`src/hdl/icache_pkg.sv`:
```
`default_nettype none

package icache_pkg;

	// 16 KiB, 4 ways, 32 byte lines
	localparam int WORD_PER_LINE = 8;
	localparam int WAYS = 4;
	localparam int SETS = 128;
	localparam int OFFSET_W = 3;
	localparam int INDEX_W = 7;
	localparam int TAG_W = 20;
	localparam int WAY_W = 2;
	localparam int PLRU_W = 3;

	typedef logic [31:0] word_t;
	typedef logic [TAG_W-1:0] tag_t;
	typedef logic [INDEX_W-1:0] index_t;
	typedef logic [OFFSET_W-1:0] offset_t;
	typedef logic [WAY_W-1:0] way_t;
	typedef logic [PLRU_W-1:0] plru_t;

	typedef struct packed {
		logic valid;
		tag_t tag;
	} tag_entry_t;

	typedef struct packed {
		logic valid;
		word_t addr; // word aligned, critical word first
	} mem_req_t;

	typedef struct packed {
		logic valid;
		logic last;
		word_t data;
	} mem_resp_t;

	typedef enum logic [1:0] {
		INVALIDATING,
		IDLE,
		RECEIVING
	} cache_state_t;

	function automatic index_t addr_index(input word_t addr);
		return addr[2 + OFFSET_W +: INDEX_W];
	endfunction

	function automatic tag_t addr_tag(input word_t addr);
		return addr[31 -: TAG_W];
	endfunction

	function automatic offset_t addr_offset(input word_t addr);
		return addr[2 +: OFFSET_W];
	endfunction

endpackage

`default_nettype wire

```
`src/hdl/tag_ram.sv`:
```
`timescale 1ns/1ps
`default_nettype none

module tag_ram (
	input  wire logic                   i_clk,
	input  wire logic                   i_ren,
	input  wire icache_pkg::index_t     i_raddr,
	output icache_pkg::tag_entry_t      o_rentry,
	input  wire logic                   i_wen,
	input  wire icache_pkg::index_t     i_waddr,
	input  wire icache_pkg::tag_entry_t i_wentry
);

	icache_pkg::tag_entry_t r_mem [icache_pkg::SETS];

	always_ff @(posedge i_clk) begin
		if (i_wen) begin
			r_mem[i_waddr] <= i_wentry;
		end
	end

	// output holds while the read is off, stage 2 relies on it
	always_ff @(posedge i_clk) begin
		if (i_ren) begin
			o_rentry <= r_mem[i_raddr];
		end
	end

endmodule

`default_nettype wire

```
`config.mk`:
```
export PLATFORM = sky130hd
export DESIGN_NAME = tag_ram
export DESIGN_NICKNAME = d
export VERILOG_FILES = /design/src/hdl/icache_pkg.sv /design/src/hdl/tag_ram.sv
export SDC_FILE = /design/constraint.sdc
export NUM_CORES = 2
export LEC_CHECK = 0
export BUFFER_PORTS_ARGS = -buffer_cell sky130_fd_sc_hd__clkbuf_2
export CAP_MARGIN = 20
export CORE_UTILIZATION = 60
export DETAILED_ROUTE_END_ITERATION = 7
export PLACE_DENSITY = 0.76
export SYNTH_ARGS = -nofsm -noshare
export SYNTH_HDL_FRONTEND = slang
export SYNTH_SLANG_ARGS = --single-unit
```
`constraint.sdc`:
```
create_clock -name i_clk -period 4.3 [get_ports i_clk]
set_input_delay 0.43 -clock i_clk [delete_from_list [all_inputs] [get_ports i_clk]]
set_output_delay 0.43 -clock i_clk [all_outputs]
set_load 0.005 [all_outputs]
```
== After elaboration in Yosys (flattened, before gate mapping) ==
Memories as Yosys holds them, arrays and structs flattened. A register that Yosys moved wholly into a read port is not among the register bits.
Index checks and enable logic that the tools add are counted.

* Multiplexer cells: 2
* $add $sub $neg: 0
* Equal/unequal tests: 0
* Reductions and logical operators: 0
* Shifts and indexed selects: 0
* Divide/modulo/power cells: 0
* $lt $le $gt $ge: 0
* $mul: 0
* Bitwise logic cells: 0

{| class="wikitable"
|+ Operators with widths
! kind !! count
|-
| 1-bit two-way mux || 2
|}

* Bits in read-only memories: 0
* Memories kept: 1
* Word-level logic and storage cells: 3
* Output and inout port bits: 21
* Input port bits: 38
* Latch bits: 0
* Register bits: 0
* RAM bits: 2688

{| class="wikitable"
|+ Memory list
! name !! depth !! bits a word !! rd ports !! clocked after Yosys merged registers in !! write ports !! line !! text
|-
| r_mem || 128 || 21 || 1 || 1 || 1 || tag_ram.sv:14 || <nowiki>icache_pkg::tag_entry_t r_mem [icache_pkg::SETS];</nowiki>
|}

== Depth between registers and ports, before layout ==
* Depth in word-level cells: 2
* Gate-level depth with buffers: 8
* Gate-level depth less buffers: 4

== Least setup slack after synthesis ==
Ideal clock, no wire load.

* Path kind: in2reg
* Start point: input port i_raddr[2]
* End point: register, netlist name o_rentry[0]
* Library setup time: 260 ps
* Path buffers: 4
* Stages on the path: 8
* Data required time: 4040 ps
* Setup slack: 1113 ps
* Arrival time: 2927 ps
* Path through: clkbuf_1 -> buf_2 -> clkbuf_1 -> buf_1 -> mux4_2 -> mux4_2 -> mux4_2 -> mux2_2

{| class="wikitable"
|+ RTL lines
! what !! line !! text
|-
| start, declared || tag_ram.sv:7 || <nowiki>input wire icache_pkg::index_t i_raddr,</nowiki>
|}

==> impl_metrics.yaml <==
sta:
  worstMarginPinSlew_ps: 1200
  fin_skew_ps: 67.1
  fmax_mhz: 342
  fin_crit_ps: 2920
  relSlewSlack_pct: 20.0
  setup_viol: 0
  rsz0062_at_grt: "no"
  fin_crit_sh_pct: 67.9
  worst_slack_ps: 1380
  slew_violations: 0
  tns_ps: 0
  hold_viol: 0
detailed_routing:
  drtAntennaViolNets: 0
  drc: 0
  viasPerCell: 7.18
  routed_wl_um: 272000
  num_vias: 48935
  first_iter_violations: 7734
  dr.pass1.iters: 6
  wl_per_cell_um: 39.9
critical_path:
  cp-end-kind: "flip-flop"
  cp.arrival_ps: 3560
  required_ps: 4940
  cp-start-kind: "input pin"
  r2r_cells: 4
  worstSetupPathType: "in -> reg"
  worst-path-max-fanout: 27
floorplanning:
  io_pins: 59
  die_h_um: 417
  initial_core_util_pct: 60.6
  die_w_um: 417
  die_area_mm2: 0.173
  row_count: 151
  coreArea_mm2: 0.170
logic_synthesis:
  ys_seq_area_share_pct: 78.9
  syn_inst: 3995
  synth_top_area_share_pct: 78.9
  synth_largest_area_cell: "edfxtp_1"
  synth.avg_cell_area_um2: 25.8
  synth_warnings: 0
  syn_nets: 4033
  ys_seq_elements: 2709
  synthDistinctLibCells: 15
  netlist_area_mm2: 0.103
  synth.area.top_cells: "edfxtp_1, mux4_2, clkbuf_1, nor2_1, buf_2"
clock_network:
  cts_sinks: 2709
  cts_made_buffers: 280
  cts_max_path_buffers: 4
  h-tree-depth: 5
  postCtsSetupBuffers: 0
  cts_root_buf: "clkbuf_16"
  path_clk_slew_ps: 60
  cts-resized-gates: 0
  cts_tree: "yes"
  worstSkewPairLatency_ps: 950
global_routing:
  grt_pass1_wl_um: 379000
  overflow: 0
  grt_max_degree: 97
  antenna_found_initial: 44
  grt_use_total_pct: 32.0
  grt_pass1_vias: 49724
placement:
  dp_hpwl_um: 144000
  port_buffers: 58
  gp_congestion: 0.858
  preCtsSetupSlack_ps: 495
  numPlacedInstances: 6327
cells_and_area:
  final_nets: 4432
  final_common_cell: "edfxtp_1"
  layout_common_cells: "edfxtp_1, mux4_2, clkbuf_16"
  area_growth_pct: 13.2
  drive_above_1_share_pct: 37.1
  instances_no_fill: 6815
worst_hold_path:
  hold_class: "in -> reg"
  whs_path_depth: 1
power_and_ir_drop:
  power_density_mw_per_mm2: 470
  p_leak_nw: 36.1
  power.total_w: 0.0548
  peakVddDrop_v: 0.000471
outcome:
  status: "finished, final reports clean"
flow_run:
  max_cap_violations: 0
cell type report:
class	count	area (um^2)
antenna	12	30.0
multi-input combinational	1073	21100
timing repair buffer	330	3030
tap	2218	2780
sequential	2709	81300
clock inverter	109	796
clock buffer	364	7560
fill	9651	53400
flip-flops by register name, summed over array words and instances, names as in the netlist:
name / flops
r_mem: 2688
o_rentry: 21
layer usage:
| layer | track usage, % | share of wire [%] | wire, um |
|---|---|---|---|
| met5 | 0 | 0.054 | 148 |
| met3 | 7.72 | 12 | 33500 |
| met1 | 43.4 | 34 | 92900 |
| met4 | 13.4 | 4.3 | 11600 |
| met2 | 50.7 | 49 | 134000 |
report_power, final:
part	internal (W)	switching (W)	leakage, nW
Sequential	0.0292	0.0000922	24.4
Combinational	0.00112	0.00167	7.69
Clock	0.0130	0.00967	4.07
Total	0.0434	0.0114	36.1
timing repair:
action / CTS / global route
hold buffers: 1 / 1
setup endpoints to repair: 0 / 0
hold endpoints to repair: 29 / 3
critical path: stages:
cell and delay [ps]:
buf_8 280, buf_12 230, buf_12 240, buf_4 250, mux4_2 540, mux4_2 550
mux4_2 620, mux2_2 310
synth_stat cells, drive strengths merged:
library cell  count
edfxtp         2709
mux4            882
nand2            14
nand2b            2
clkbuf          126
mux2             21
buf              87
or3               1
nand4             3
nor2            122
nand3            12
nor2b             7
nor3              9
stage by stage:
stage               cell area (um^2)  utilization (%)  hold slack (ps)
floorplan                     103000                -              529
global placement              108000             63.6              888
detailed placement            108000             63.7              900
CTS                           117000             68.6             44.2
global route                  117000             68.6             83.0
finish                        117000             68.6             82.5
final timing paths:
kind                       end  slack [ps]           from
setup reg to reg  o_rentry[11]        1570  r_mem[95][11]
setup / recovery  o_rentry[11]        1380     i_raddr[0]
hold / removal    r_mem[36][2]          80    i_wentry[2]
hold reg to reg    o_rentry[6]        1200   r_mem[60][6]
cells by family after synthesis:
logic type | Yosys count | share of synthesized area, %
flip-flops | 2709 | 78.9
multiplexers | 903 | 19.5
buffers and inverters | 213 | 0.918
AND/OR/NAND/NOR | 170 | 0.676
Note: power is estimated with default switching activity, not from simulation.
