`src/hdl/icache_pkg.sv`:
```
`default_nettype none

package icache_pkg;

	// 16 KiB, 4 ways, 32 byte lines
	localparam int WORD_PER_LINE = 8;
	localparam int WAYS = 4;
	localparam int SETS = 128;
	localparam int OFFSET_W = 3;
	localparam int INDEX_W = 7;
	localparam int TAG_W = 20;
	localparam int WAY_W = 2;
	localparam int PLRU_W = 3;

	typedef logic [31:0] word_t;
	typedef logic [TAG_W-1:0] tag_t;
	typedef logic [INDEX_W-1:0] index_t;
	typedef logic [OFFSET_W-1:0] offset_t;
	typedef logic [WAY_W-1:0] way_t;
	typedef logic [PLRU_W-1:0] plru_t;

	typedef struct packed {
		logic valid;
		tag_t tag;
	} tag_entry_t;

	typedef struct packed {
		logic valid;
		word_t addr; // word aligned, critical word first
	} mem_req_t;

	typedef struct packed {
		logic valid;
		logic last;
		word_t data;
	} mem_resp_t;

	typedef enum logic [1:0] {
		INVALIDATING,
		IDLE,
		RECEIVING
	} cache_state_t;

	function automatic index_t addr_index(input word_t addr);
		return addr[2 + OFFSET_W +: INDEX_W];
	endfunction

	function automatic tag_t addr_tag(input word_t addr);
		return addr[31 -: TAG_W];
	endfunction

	function automatic offset_t addr_offset(input word_t addr);
		return addr[2 +: OFFSET_W];
	endfunction

endpackage

`default_nettype wire

```
`src/hdl/refill_ctrl.sv`:
```
`timescale 1ns/1ps
`default_nettype none

module refill_ctrl (
	input  wire logic                      i_clk,
	input  wire logic                      i_rst,
	input  wire logic                      i_miss_start,
	input  wire icache_pkg::word_t         i_miss_pa,
	input  wire icache_pkg::way_t          i_victim,
	input  wire icache_pkg::mem_resp_t     i_mem_resp,
	output icache_pkg::mem_req_t           o_mem_req,
	output logic                           o_busy,
	output logic                           o_tag_wen,
	output logic [icache_pkg::WAYS-1:0]    o_tag_way_mask,
	output icache_pkg::index_t             o_tag_index,
	output icache_pkg::tag_entry_t         o_tag_entry,
	output logic                           o_fill_wen,
	output icache_pkg::way_t               o_fill_way,
	output icache_pkg::index_t             o_fill_index,
	output icache_pkg::offset_t            o_fill_offset,
	output icache_pkg::word_t              o_fill_data,
	output logic                           o_fwd_valid,
	output icache_pkg::word_t              o_fwd_data
);

	icache_pkg::cache_state_t r_state;
	icache_pkg::cache_state_t w_state;
	icache_pkg::index_t r_sweep;
	logic r_req_pulse;
	icache_pkg::word_t r_pa; // miss context
	icache_pkg::way_t r_way;
	icache_pkg::offset_t r_beat;
	logic w_beat;
	logic w_last;

	assign w_beat = (r_state == icache_pkg::RECEIVING) && i_mem_resp.valid;
	assign w_last = w_beat && i_mem_resp.last;

	always_comb begin
		w_state = r_state;
		case (r_state)
			icache_pkg::INVALIDATING: begin
				if (r_sweep == icache_pkg::index_t'(icache_pkg::SETS - 1)) begin
					w_state = icache_pkg::IDLE;
				end
			end
			icache_pkg::IDLE: begin
				if (i_miss_start) begin
					w_state = icache_pkg::RECEIVING;
				end
			end
			icache_pkg::RECEIVING: begin
				if (w_last) begin
					w_state = icache_pkg::IDLE;
				end
			end
			default: w_state = icache_pkg::INVALIDATING;
		endcase
	end

	always_ff @(posedge i_clk) begin
		if (i_rst) begin
			r_state <= icache_pkg::INVALIDATING;
			r_sweep <= '0;
			r_req_pulse <= 1'b0;
		end else begin
			r_state <= w_state;
			r_req_pulse <= (r_state == icache_pkg::IDLE) && i_miss_start;
			if (r_state == icache_pkg::INVALIDATING) begin
				r_sweep <= r_sweep + 1'b1;
			end
		end
	end

	always_ff @(posedge i_clk) begin
		if ((r_state == icache_pkg::IDLE) && i_miss_start) begin
			r_pa <= {i_miss_pa[31:2], 2'b00};
			r_way <= i_victim;
			r_beat <= '0;
		end else if (w_beat) begin
			r_beat <= r_beat + 1'b1;
		end
	end

	assign o_busy = (r_state != icache_pkg::IDLE);
	assign o_mem_req.valid = r_req_pulse;
	assign o_mem_req.addr = r_pa;

	// sweep writes all ways at once, refill only the victim
	always_comb begin
		o_tag_wen = 1'b0;
		o_tag_way_mask = '0;
		o_tag_index = icache_pkg::addr_index(r_pa);
		o_tag_entry = '0;
		if (r_state == icache_pkg::INVALIDATING) begin
			o_tag_wen = 1'b1;
			o_tag_way_mask = '1;
			o_tag_index = r_sweep;
		end else if (w_last) begin
			o_tag_wen = 1'b1;
			o_tag_way_mask = icache_pkg::WAYS'(1) << r_way;
			o_tag_entry.valid = 1'b1;
			o_tag_entry.tag = icache_pkg::addr_tag(r_pa);
		end
	end

	assign o_fill_wen = w_beat;
	assign o_fill_way = r_way;
	assign o_fill_index = icache_pkg::addr_index(r_pa);
	assign o_fill_offset = icache_pkg::addr_offset(r_pa) + r_beat; // wraps in the line
	assign o_fill_data = i_mem_resp.data;

	assign o_fwd_valid = w_beat && (r_beat == '0); // critical word
	assign o_fwd_data = i_mem_resp.data;

	a_beat_in_recv: assert property (@(posedge i_clk) disable iff (i_rst)
		i_mem_resp.valid |-> r_state == icache_pkg::RECEIVING)
		else $error("refill_ctrl: response beat outside of a refill");

	a_req_one_cycle: assert property (@(posedge i_clk) disable iff (i_rst)
		o_mem_req.valid |=> !o_mem_req.valid)
		else $error("refill_ctrl: memory request held longer than one cycle");

endmodule

`default_nettype wire

```
`config.mk`:
```
export PLATFORM = sky130hd
export DESIGN_NAME = refill_ctrl
export DESIGN_NICKNAME = d
export VERILOG_FILES = /design/src/hdl/icache_pkg.sv /design/src/hdl/refill_ctrl.sv
export SDC_FILE = /design/constraint.sdc
export NUM_CORES = 1
export LEC_CHECK = 0
export CORE_AREA = 2 2 83 85
export CTS_BUF_LIST = sky130_fd_sc_hd__clkbuf_8
export CTS_CLUSTER_DIAMETER = 80
export DETAILED_ROUTE_END_ITERATION = 8
export DIE_AREA = 0 0 85 87
export DONT_BUFFER_PORTS = 1
export PLACE_DENSITY = 0.59
export SYNTH_ARGS = -nofsm -noshare
export SYNTH_HDL_FRONTEND = slang
export SYNTH_SLANG_ARGS = --single-unit
```
`constraint.sdc`:
```
create_clock -name i_clk -period 1.9 [get_ports i_clk]
set_input_delay 0.095 -clock i_clk [delete_from_list [all_inputs] [get_ports i_clk]]
set_output_delay 0.095 -clock i_clk [all_outputs]
set_load 0.03 [all_outputs]
```
; Yosys cells after proc, flatten, opt, wreduce, memory -nomap -nowiden
; Cells that the tools add are included.
; Widths: inputs -> output; s select.
[classes]
n_reduce_logical = 7
n_mux = 11
addsub = 3
shifts = 1
n_eq_ne = 7
[ops]
columns = op, n
row1 = $mux 21, 2
row2 = $mux 4, 2
row3 = $add 7x1->7 const B, 1
row4 = $eq 7x7->1 const B, 1
row5 = $mux 7, 1
row6 = $mux 2, 3
row7 = $ne 2x2->1 const B, 3
row8 = $pmux 2 s3, 1
row9 = $logic_and 1x1->1, 4
row10 = $shl 1x2->4 const A, 1
row11 = $add 3x1->3 const B, 1
row12 = $add 3x3->3, 1
row13 = $logic_not 3->1, 1
row14 = $reduce_and 3->1, 1
row15 = $eq 2x1->1 const B, 1
row16 = $eq 2x2->1 const B, 1
row17 = $logic_not 2->1, 1
row18 = $mux 1, 2
row19 = $ne 2x1->1 const B, 1
[word_totals]
word_cells = 35
regBits = 45

; Depth between registers and ports, before layout
; Gate-level depths: netlist (run 1).
[depth]
depth_word = 5
depth_mapped = 6

; Least setup slack after synthesis (run 1)
; No wires, ideal clock.
[synth_timing]
path_type = register to register
from = register r_state[1]
to = register r_way[0] (netlist: o_fill_way[0]) (enable)
n_path_buf = 2
setup_ps = 405
arrival_time_ps = 1600
setup_slack_ps = -105
path_stages_with_launch = 4
synth_period_minus_slack_ps = 2005
path_cell_list = dfxtp_1 buf_6 and3b_1 clkbuf_1
[synth_via]
elab_chain_len = 2
[synth_rtl]
columns = element, line_no
row1 = from (decl), refill_ctrl.sv:26  ; icache_pkg::cache_state_t r_state;
row2 = from (signal assigned), refill_ctrl.sv:63  ; r_state <= icache_pkg::INVALIDATING;
row3 = from (signal assigned), refill_ctrl.sv:67  ; r_state <= w_state;
row4 = $eq 2x1->1, refill_ctrl.sv:76  ; if ((r_state == icache_pkg::IDLE) && i_miss_start) begin
row5 = $logic_and 1x1->1, refill_ctrl.sv:76
row6 = to (signal assigned), refill_ctrl.sv:78  ; r_way <= i_victim;
row7 = to (decl), refill_ctrl.sv:31  ; icache_pkg::way_t r_way;
; Every way passes these cells.
; A chain may end at the register's enable or synchronous reset.

; Worst setup path in the final report (run 1)
[layout_timing]
from = register r_pa[2]
to = output port o_fill_offset[2]
[layout_via]
elab_chain_len = 1
[layout_rtl]
columns = element, line_no
row1 = from (decl), refill_ctrl.sv:30  ; icache_pkg::word_t r_pa;
row2 = from (signal assigned), refill_ctrl.sv:77  ; r_pa <= {i_miss_pa[31:2], 2'b00};
row3 = $add 3x3->3, refill_ctrl.sv:110  ; assign o_fill_offset = icache_pkg::addr_offset(r_pa) + r_beat;
row4 = to (decl), refill_ctrl.sv:20  ; output icache_pkg::offset_t o_fill_offset,
; Every way passes these cells.

==> impl_metrics.csv, run 1 <==
group,metric,value,unit
yosys,synth_edf_count,32,
pwr,max-vdd-ir-drop,0.423,mV
timing,fin_tns_setup,0,ps
place,gp_congestion,0.710,
place,hpwl,4.10,mm
drt,dr.pass1.iters,4,
cts,clock_latency,290,ps
run_status,outcome,"finished, final reports clean",
setup_path,crit_slowest_cell,"edfxtp_1",
pwr,p_per_area,666,nW/um^2
timing,tightest_slew,573,ps
cells_and_area,syn2layout_area_growth,9.13,%
cells_and_area,diodes,0,
cells_and_area,num-nets-final,311,
drt,vias_per_cell,4.80,
worst_hold_path,hp-class,"input port to register",
drt,wl_met2,2.88,mm
setup_path,start_kind,"register",
timing,max_freq,570,MHz
drt,route.met3.wl,728,um
timing,max-slew-margin-rel,61.8,%
yosys,synth_ff_type,"edfxtp_1",
global_route,first_global_vias,1515,
drt,wl_per_cell,17.2,um
floorplanning,fp-row-count,30,
yosys,synth.avg_cell_area,10.4,sq um
pwr,p_leak,1.07,nW
yosys,postSynthCellCount,237,
cts,cts_root_buffer,"clkbuf_8",
pwr,finalPower,1.79,mW
yosys,synth_cell_types,36,
floorplanning,ios,216,
setup_path,cpPeakStageDelay,360,ps
cts,cts_tree,"built",
cells_and_area,multi_input_area,619,sq um
global_route,grt_max_degree,24,
global_route,grt_usage,14.1,%
timing,fin_worst_skew,2.20,ps
setup_path,critPathKind,"register to output port",
cts,clk_path_buf_depth,2,
cells_and_area,final-seq-area,1220,sq um
drt,wl,5.43,mm
yosys,netlist_area,2470,sq um
flow_run,drv_cap,0,
cts,cts_sinks,45,
global_route,overflow,0,
yosys,async_flop_share,0,%
setup_path,cp_data_required_time,1800,ps
global_route,grt_antenna_before_repair,0,
cts,cts_buffers,5,
global_route,grt_pass1_wl,8.01,mm
setup_path,worst_setup_path_end_kind,"output port",
drt,top_layer,"met4",
cts,htree_levels,2,
yosys,ys_ff_latch,45,
yosys,yosysSeqAreaShare,49.5,%
floorplanning,die_area,7400,sq um
floorplanning,core_area,6570,sq um
timing,slew_violations,0,
drt,drc,0,
place,io_buffers,0,
yosys,yosysWarningCount,0,
floorplanning,start_util,37.5,%
drt,detail_route.iter0.violations,33,
floorplanning,dieHeight,87,um
cells_and_area,fillers,609,
setup_path,critPathMaxFanout,2,
timing,setup_viol_count_final,0,
drt,vias,1518,
timing,finalCriticalPeriod,1750,ps
floorplanning,fp.dieW,85,um
cts,clkTransAtPathRegs,90,ps
timing,hold_viol_final,0,
drt,drt-met1-wl,1.70,mm
cells_and_area,drive_above_1_share,22.0,%
setup_path,arrival,1660,ps
timing,rsz0062_at_grt,"no",
setup_path,cp_cell_sequence,"ha_1, inv_1, fa_2, xor2_1, xnor2_1, buf_4",
drt,antenna_left,0,
timing,min_period_over_period,92.3,%
[flip-flops by register name (all words and copies together) (netlist names)]
signal and count:
r_sweep 7, r_beat 3, r_pa 30, o_fill_way 2, r_req_pulse 1, r_state 2
[cells by family (layout without fill, tap and decap cells)]
family / Yosys count / count (layout) / share of synthesized area (%)
buffers and inverters: 91 / 89 / 25.8
DFF: 45 / 45 / 49.5
adders and majority gates: 5 / 5 / 2.84
and+or+nand+nor: 73 / 73 / 15.4
other: 1 / 2 / 0.152
xor gates and xnor gates: 6 / 6 / 2.13
AOI/OAI and AO/OA: 14 / 14 / 3.35
muxes: 2 / 2 / 0.862
[cell usage in the layout (no fill, tap or decap), types with 2 or more instances in the layout]
cell type / count
nand2_1: 27
dfxtp_1: 11
xnor2_1: 4
nor2_1: 8
conb_1: 2
clkbuf_8: 5
nand4b_1: 2
o31ai_1: 2
buf_4: 38
ha_1: 4
clkinvlp_4: 2
nand2b_1: 2
or3_1: 2
a21oi_1: 4
and2_1: 20
o21ai_0: 5
xor2_1: 2
dlygate4sd3_1: 33
inv_1: 10
nor2b_1: 2
edfxtp_1: 32
nand3_1: 2
dfxtp_2: 2
[Yosys cell counts, types with 2 or more instances]
cell / number / area share (%)
nand2_1: 27 / 4.1
or3_1: 2 / 0.51
clkbuf_1: 5 / 0.76
xor2_1: 2 / 0.71
inv_1: 9 / 1.4
edfxtp_1: 32 / 39
o31ai_1: 2 / 0.61
buf_6: 2 / 0.91
nand3_1: 2 / 0.41
nor2_1: 8 / 1.2
xnor2_1: 4 / 1.4
a21oi_1: 4 / 0.81
nand2b_1: 2 / 0.51
and2_1: 20 / 5.1
nor2b_1: 2 / 0.51
nand4b_1: 2 / 0.71
dfxtp_1: 13 / 11
ha_1: 4 / 2.0
buf_4: 74 / 23
o21ai_0: 5 / 1.0
[final timing paths]
| kind | start | endpoint | slack, ps | cells after the start |
|---|---|---|---|---|
| max | r_pa[2] | o_fill_offset[2] | 150 | 6 |
| min | i_miss_start | r_state[0] | 20 | 2 |
| max reg2reg | r_sweep[0] | r_sweep[6] | 320 | 4 |
| min reg2reg | r_sweep[1] | r_sweep[1] | 500 | 2 |
[repair_timing]
item                                   4_1_cts  5_1_grt
setup buffers                                0        0
setup endpoints to repair                    0       20
gates resized for setup                      0        5
hold buffers                                33        0
endpoints found under the hold margin       41        0
[worst max-delay path, delay by kind of cell, from the launching register on]
family / cells / cell delay (ps)
flip-flops: 1 / 360
buffers and inverters: 2 / 230
XOR/XNOR: 2 / 310
adder cells (fa/ha/maj): 2 / 470
[stage by stage]
step | instance area (sq um) | hold slack [ps] | setup slack (ps) | cells | utilization [%]
3_3_place_gp | 2260 | 166 | 388 | 275 | 34.4
4_1_cts | 2680 | 19.1 | 82.2 | 316 | 40.8
5_1_grt | 2690 | 26.4 | 26.9 | 316 | 41.0
3_5_place_dp | 2260 | 169 | 316 | 275 | 34.4
6_report | 2690 | 22.0 | 146 | 316 | 41.0
2_1_floorplan | 2470 | 194 | 3.06 | 238 | -
[layer usage]
| layer | global-route usage [%] | vias up |
|---|---|---|
| li1 | - | 686 |
| met1 | 13.6 | 674 |
| met2 | 25.9 | 140 |
| met3 | 6.73 | 18 |
| met4 | 5.19 | 0 |
| met5 | 0 | - |
[final cells by class]
type / instances / share of cell area, %
sequential: 45 / 45.5
clock buffer: 5 / 2.56
inverter: 9 / 1.26
tap: 80 / 3.72
timing repair buffer: 72 / 23.3
clock inverter: 3 / 0.697
multi-input combinational: 102 / 23.0
[power breakdown]
part	internal, mW	switching, mW	total, mW
clock network	0.254	0.337	0.591
registers	1.06	0.00885	1.07
logic	0.0694	0.0667	0.136
(Power assumes the default switching activity.)
==> run 2, diff against run 1 <==
ABC_AREA = 1   (was default)
CORE_AREA = default   (was 2 2 83 85)
CORE_ASPECT_RATIO = 1.2   (was default)
CORE_UTILIZATION = 39   (was default)
DIE_AREA = default   (was 0 0 85 87)
PLACE_DENSITY = 0.6   (was 0.59)
==> run 2 against run 1 <==
Against the previous run:
- first-iteration DRC count is 24% higher
- global-route usage grew 1.5 points
- synthesized cell count up 18%
- final area grew 7.0%
- power rose by 18%
- maximum frequency shrank 2.3%
- sequential power hardly changed
- largest cell class unchanged
- largest power group unchanged
==> impl_metrics.csv, run 2 <==
group,metric,value,unit
timing,fin_tns_setup,0,ps
cells_and_area,top_register,"r_pa",
setup_path,cp_cell_sequence,"nor2_4, nand2_4, nor2_8, clkinv_8, buf_12, nor2_4",
yosys,postSynthCellCount,279,
worst_hold_path,hp-class,"input port to register",
yosys,synth_edf_count,32,
pwr,max-vdd-ir-drop,0.653,mV
timing,max_freq,557,MHz
floorplanning,fp.dieW,78.0,um
timing,hold_ws,29.7,ps
cells_and_area,num-nets-final,338,
yosys,ys_ff_latch,45,
setup_path,crit_start,"r_state[0]",
cells_and_area,drive_above_1_share,22.4,%
setup_path,crit_top_cell,"nor2_4",
cts,htree_levels,2,
setup_path,arrival,1700,ps
setup_path,crit_end,"o_tag_entry[10]",
drt,wl,5.81,mm
pwr,seqPwrFrac,51.0,%
drt,route.met3.wl,699,um
pwr,combPwrFrac,8.6,%
global_route,first_global_vias,1595,
timing,finalCriticalPeriod,1800,ps
cts,clk_path_buf_depth,2,
setup_path,crit_slowest_cell,"dfxtp_2",
pwr,p_sw_share,20.8,%
pwr,intPower,1.67,mW
floorplanning,core_area,6570,sq um
cts,cts_sinks,45,
setup_path,rrSetupSlack,610,ps
drt,drt-met1-wl,1.91,mm
cells_and_area,largest_reg_flops,30,
drt,wl_per_cell,16.7,um
setup_path,path_buf_inv,2,
cts,cts_tree,"built",
global_route,grt_pass1_wl,8.38,mm
floorplanning,start_util,41.2,%
cts,cts_root_buffer,"clkbuf_8",
setup_path,critPathMaxFanout,7,
timing,setup_viol_count_final,0,
yosys,synth.avg_cell_area,9.70,sq um
yosys,synth_cell_types,29,
global_route,grt_usage,15.5,%
timing,min_period_over_period,94.5,%
setup_path,cp_data_required_time,1800,ps
cts,clock_latency,290,ps
timing,fin_worst_skew,7.55,ps
cells_and_area,fillers,639,
place,gp_congestion,0.814,
setup_path,cp_top_family,"simple AND/OR/NAND/NOR gates",
drt,drc,0,
setup_path,cp.depth,6,
place,io_buffers,0,
yosys,async_flop_share,0,%
cts,cts_buffers,5,
drt,vias_per_cell,4.62,
timing,slew_violations,0,
cells_and_area,multi_input_area,707,sq um
drt,top_layer,"met4",
timing,tightest_slew,587,ps
setup_path,start_kind,"register",
drt,wl_met2,2.96,mm
floorplanning,dieHeight,93.2,um
yosys,synth_common_cells,"75 x buf_4, 42 x inv_1, 32 x edfxtp_1",
yosys,synth_top_area_share,35.5,%
drt,dr.pass1.iters,4,
drt,vias,1607,
cells_and_area,final-seq-area,1220,sq um
global_route,grt_max_degree,31,
setup_path,r2r-end,"r_sweep[6]",
timing,hold_viol_final,0,
pwr,p_per_area,732,nW/um^2
pwr,p_leak,1.18,nW
setup_path,cpPeakStageDelay,370,ps
yosys,yosysWarningCount,0,
flow_run,drv_cap,0,
setup_path,r2r_cells,8,
floorplanning,fp-row-count,32,
setup_path,worst_setup_path_end_kind,"output port",
place,hpwl,4.32,mm
timing,max-slew-margin-rel,60.9,%
cells_and_area,diodes,0,
setup_path,critPathKind,"register to output port",
yosys,yosysMostFrequentCell,"buf_4",
global_route,overflow,0,
cells_and_area,final_cell_mix,"42 x inv_1, 34 x dlygate4sd3_1, 32 x edfxtp_1",
yosys,synthTopCellsByArea,"edfxtp_1 36%, buf_4 21%, dfxtp_1 9.6%",
drt,detail_route.iter0.violations,41,
floorplanning,ios,216,
cells_and_area,layout_commonest_cell,"inv_1",
run_status,outcome,"finished, final reports clean",
pwr,finalPower,2.11,mW
pwr,p_sw,0.439,mW
cells_and_area,top_regs,"r_pa (30), r_sweep (7), r_beat (3)",
cts,clkTransAtPathRegs,90,ps
floorplanning,die_area,7270,sq um
drt,antenna_left,0,
yosys,yosys.area.top_type,"edfxtp_1",
yosys,yosysSeqAreaShare,45.1,%
cells_and_area,syn2layout_area_growth,6.43,%
yosys,synth_ff_type,"edfxtp_1",
pwr,pwr-share-clk,40.4,%
global_route,grt_antenna_before_repair,0,
setup_path,r2r-start,"r_state[1]",
yosys,netlist_area,2710,sq um
cells_and_area,fin_util,43.8,%
run 2: cell count changes in the layout (fill, tap and decap cells not counted), moves of 7 or more:
cell     previous run  this run
inv_1              10        42
buf_4              38        15
and2_1             20         0
nor2_4              0        20
o21ai_1             0         9
nor2_1              8        16
nand3_1             2         9
run 2: worst min-delay path by stage:
stage,startpoint,end,cells after the start,slack (ps)
floorplan,i_rst,r_state[1],1,160
global placement,i_rst,r_state[1],1,170
detailed placement,i_rst,r_sweep[0],1,170
CTS,i_rst,r_sweep[5],3,20
global route,i_rst,r_sweep[5],3,20
finish,i_rst,r_state[0],3,30
run 2: kinds of logic (layout without fill, tap and decap cells):
logic type      after synthesis  in the layout  share of synthesized area (%)
compound gates               17             17                           3.24
xor+xnor                      2              2                          0.648
fa+ha+maj                     5              5                           2.59
buf+inv                     124            107                           29.0
flops                        45             45                           45.1
other cells                   1              2                          0.139
simple gates                 85             85                           19.3
run 2: metrics by stage:
stage,cells,setup slack (ps),area (sq um)
2_1_floorplan,280,18.5,2710
5_1_grt,348,-3.39,2880
3_3_place_gp,302,340,2330
6_report,348,104,2880
3_5_place_dp,302,318,2330
4_1_cts,344,36.6,2810
run 2: layer usage:
layer  vias to the layer above  GRT usage, %
met5                         -             0
met2                       105          26.8
met3                        30          7.12
li1                        748             -
met4                         0          8.33
met1                       724          15.6
run 2: power groups by stage:
stage	Clock, mW	Sequential [mW]	Combinational, mW
final	0.852	1.08	0.181
after global routing	0.903	1.08	0.198
after CTS	0.872	1.08	0.181
after detailed placement	0	1.10	0.123
after global placement	0	1.10	0.121
after floorplan	0	1.09	0.355
run 2: cell type report:
type,instances,share of cell area (%)
clock buffers,5,2.39
repair buffers,52,17.8
multi-input cells,111,24.6
inverters,46,6.43
flip-flops and latches,45,42.5
well taps,85,3.69
clock inverters,3,2.26
repair inverters,1,0.304
run 2: what timing repair did:
action                                 in CTS  in global routing
setup endpoints to repair                   1                 10
endpoints found under the hold margin      37                  0
hold buffers                               34                  0
pin swaps                                   0                  5
resized for setup                           1                  6
setup buffers                               0                  3
cloned                                      0                  1
run 2: worst register-to-register path, cell delays in order, from the launching register on:
cell     delay [ps]
dfxtp_2         330
inv_2            90
nand2_1         130
buf_4           230
nor2_1          190
nand2_1          70
nand2_1          70
inv_1            40
nor2_1           90
==> run 3, diff against run 2 <==
CORE_AREA = 2 2 83 85   (was default)
CORE_ASPECT_RATIO = default   (was 1.2)
CORE_UTILIZATION = default   (was 39)
DIE_AREA = 0 0 85 87   (was default)
PLACE_DENSITY = 0.63   (was 0.6)
==> run 3 against run 2 <==
Against the previous run:
- clock power fell by 35%
- first-iteration DRC count rose by 2.4%
- sequential power barely moved
==> impl_metrics.csv, run 3 (same netlist as run 2, synthesis figures left out) <==
group,metric,value,unit
setup_path,rrSetupSlack,560,ps
timing,setup_viol_count_final,0,
cells_and_area,top_regs,"r_pa (30), r_sweep (7), r_beat (3)",
run_status,outcome,"finished, final reports clean",
drt,vias_per_cell,4.68,
cts,cts_tree,"built",
timing,tightest_slew,593,ps
place,dp.cells,295,
floorplanning,fp-row-count,30,
cts,cts_buffers,5,
timing,max_freq,555,MHz
setup_path,r2r_cells,3,
cts,cts_sinks,45,
timing,hold_viol_final,0,
setup_path,arrival,1710,ps
global_route,grt_pass1_wl,8.16,mm
cells_and_area,syn2layout_area_growth,2.82,%
pwr,p_sw,0.413,mW
setup_path,cp_data_required_time,1800,ps
cts,clkTransAtPathRegs,80,ps
setup_path,critPathKind,"register to output port",
timing,rsz0062_at_grt,"yes",
cells_and_area,drive_above_1_share,21.2,%
timing,max-slew-margin-rel,60.5,%
floorplanning,start_util,41.2,%
flow_run,drv_cap,0,
timing,hold_ws,31.1,ps
drt,vias,1591,
pwr,p_sw_share,22.8,%
pwr,intPower,1.40,mW
worst_hold_path,hp-class,"input port to register",
place,placed_cell_area,2310,sq um
setup_path,worst_setup_path_end_kind,"output port",
drt,dr.pass1.iters,4,
setup_path,start_kind,"register",
global_route,grt_usage,14.5,%
cells_and_area,multi_input_area,714,sq um
cells_and_area,fin_util,42.3,%
floorplanning,core_area,6570,sq um
cts,htree_levels,2,
timing,min_period_over_period,94.8,%
drt,detail_route.iter0.violations,42,
cts,clock_latency,290,ps
cells_and_area,stdcell_count,340,
pwr,pwr-share-clk,30.4,%
timing,fin_tns_setup,0,ps
pwr,p_per_area,650,nW/um^2
global_route,first_global_vias,1513,
cells_and_area,diodes,0,
cells_and_area,top_register,"r_pa",
setup_path,critPathMaxFanout,2,
cts,cts_root_buffer,"clkbuf_8",
pwr,seqPwrFrac,59.4,%
pwr,p_leak,1.13,nW
cells_and_area,num-nets-final,335,
drt,antenna_left,0,
timing,slew_violations,0,
place,gp_congestion,0.730,
place,hpwl,4.34,mm
floorplanning,ios,216,
drt,wl_per_cell,17.1,um
floorplanning,die_area,7400,sq um
floorplanning,fp.dieW,85,um
cells_and_area,stdcell_area,2780,sq um
worst_hold_path,hold_path_depth,3,
worst_hold_path,hp-start,"i_rst",
global_route,grt_max_degree,32,
global_route,overflow,0,
cells_and_area,final_cell_mix,"42 x inv_1, 34 x dlygate4sd3_1, 32 x edfxtp_1",
cells_and_area,layout_commonest_cell,"inv_1",
setup_path,crit_start,"r_pa[2]",
timing,finalCriticalPeriod,1800,ps
pwr,max-vdd-ir-drop,0.521,mV
global_route,grt_antenna_before_repair,0,
cells_and_area,final-seq-area,1220,sq um
cts,clk_path_buf_depth,2,
floorplanning,dieHeight,87,um
drt,drc,0,
cells_and_area,largest_reg_flops,30,
drt,wl,5.82,mm
setup_path,r2r-start,"r_state[0]",
place,io_buffers,0,
timing,fin_worst_skew,4.85,ps
cells_and_area,fillers,589,
pwr,combPwrFrac,10.1,%
[run 3: cell types whose count changed in the layout (fill, tap and decap cells not counted), sizes merged]
cell | previous run | this run
bufinv | 2 | 0
inv | 46 | 47
buf | 18 | 14
clkinv | 2 | 4
[run 3: worst paths after layout]
check,to
setup reg to reg,r_pa[8]
hold / removal,r_state[0]
hold reg to reg,r_sweep[0]
setup / recovery,o_fill_offset[2]
[run 3: final cells by class]
type / count / share of cell area (%)
clock inverters: 3 / 0.450
flip-flops and latches: 45 / 44.0
multi-input cells: 111 / 25.7
inverters: 46 / 6.66
clock buffers: 5 / 2.47
repair inverters: 2 / 0.630
well taps: 80 / 3.60
repair buffers: 48 / 16.5
[run 3: per-layer routing]
metal	vias to the layer above	part of all wire, %	track usage, %
met5	-	0	0
met4	0	2.3	5.63
met3	17	12	6.82
met2	125	55	27.6
met1	708	32	13.2
li1	741	-	-
[run 3: repair_timing]
action                                 in CTS  in global routing
gates resized for setup                     1                  7
pin swaps                                   0                  4
cloned                                      0                  2
endpoints found under the hold margin      37                  0
hold buffers                               34                  0
setup endpoints to repair                   2                  2
setup buffers                               0                  1
[run 3: power by group through the flow]
stage | combinational (mW) | clock [mW] | sequential (mW)
after floorplan | 0.355 | 0 | 1.09
after global placement | 0.121 | 0 | 1.10
after detailed placement | 0.123 | 0 | 1.10
after CTS | 0.181 | 0.572 | 1.07
after global routing | 0.201 | 0.612 | 1.08
final | 0.183 | 0.551 | 1.08
[run 3: through the flow]
stage | power, mW | setup WS, ps
after global placement | 1.22 | 345
after CTS | 1.83 | 41.3
after floorplan | 1.45 | 18.5
final | 1.81 | 98.6
after detailed placement | 1.22 | 307
after global routing | 1.89 | -17.3
[run 3: critical path, cell delays in order (launching register included)]
cell and delay [ps]:
edfxtp_1 360, ha_1 140, inv_1 60, fa_2 350
xnor2_2 170, xor2_1 160, buf_4 180
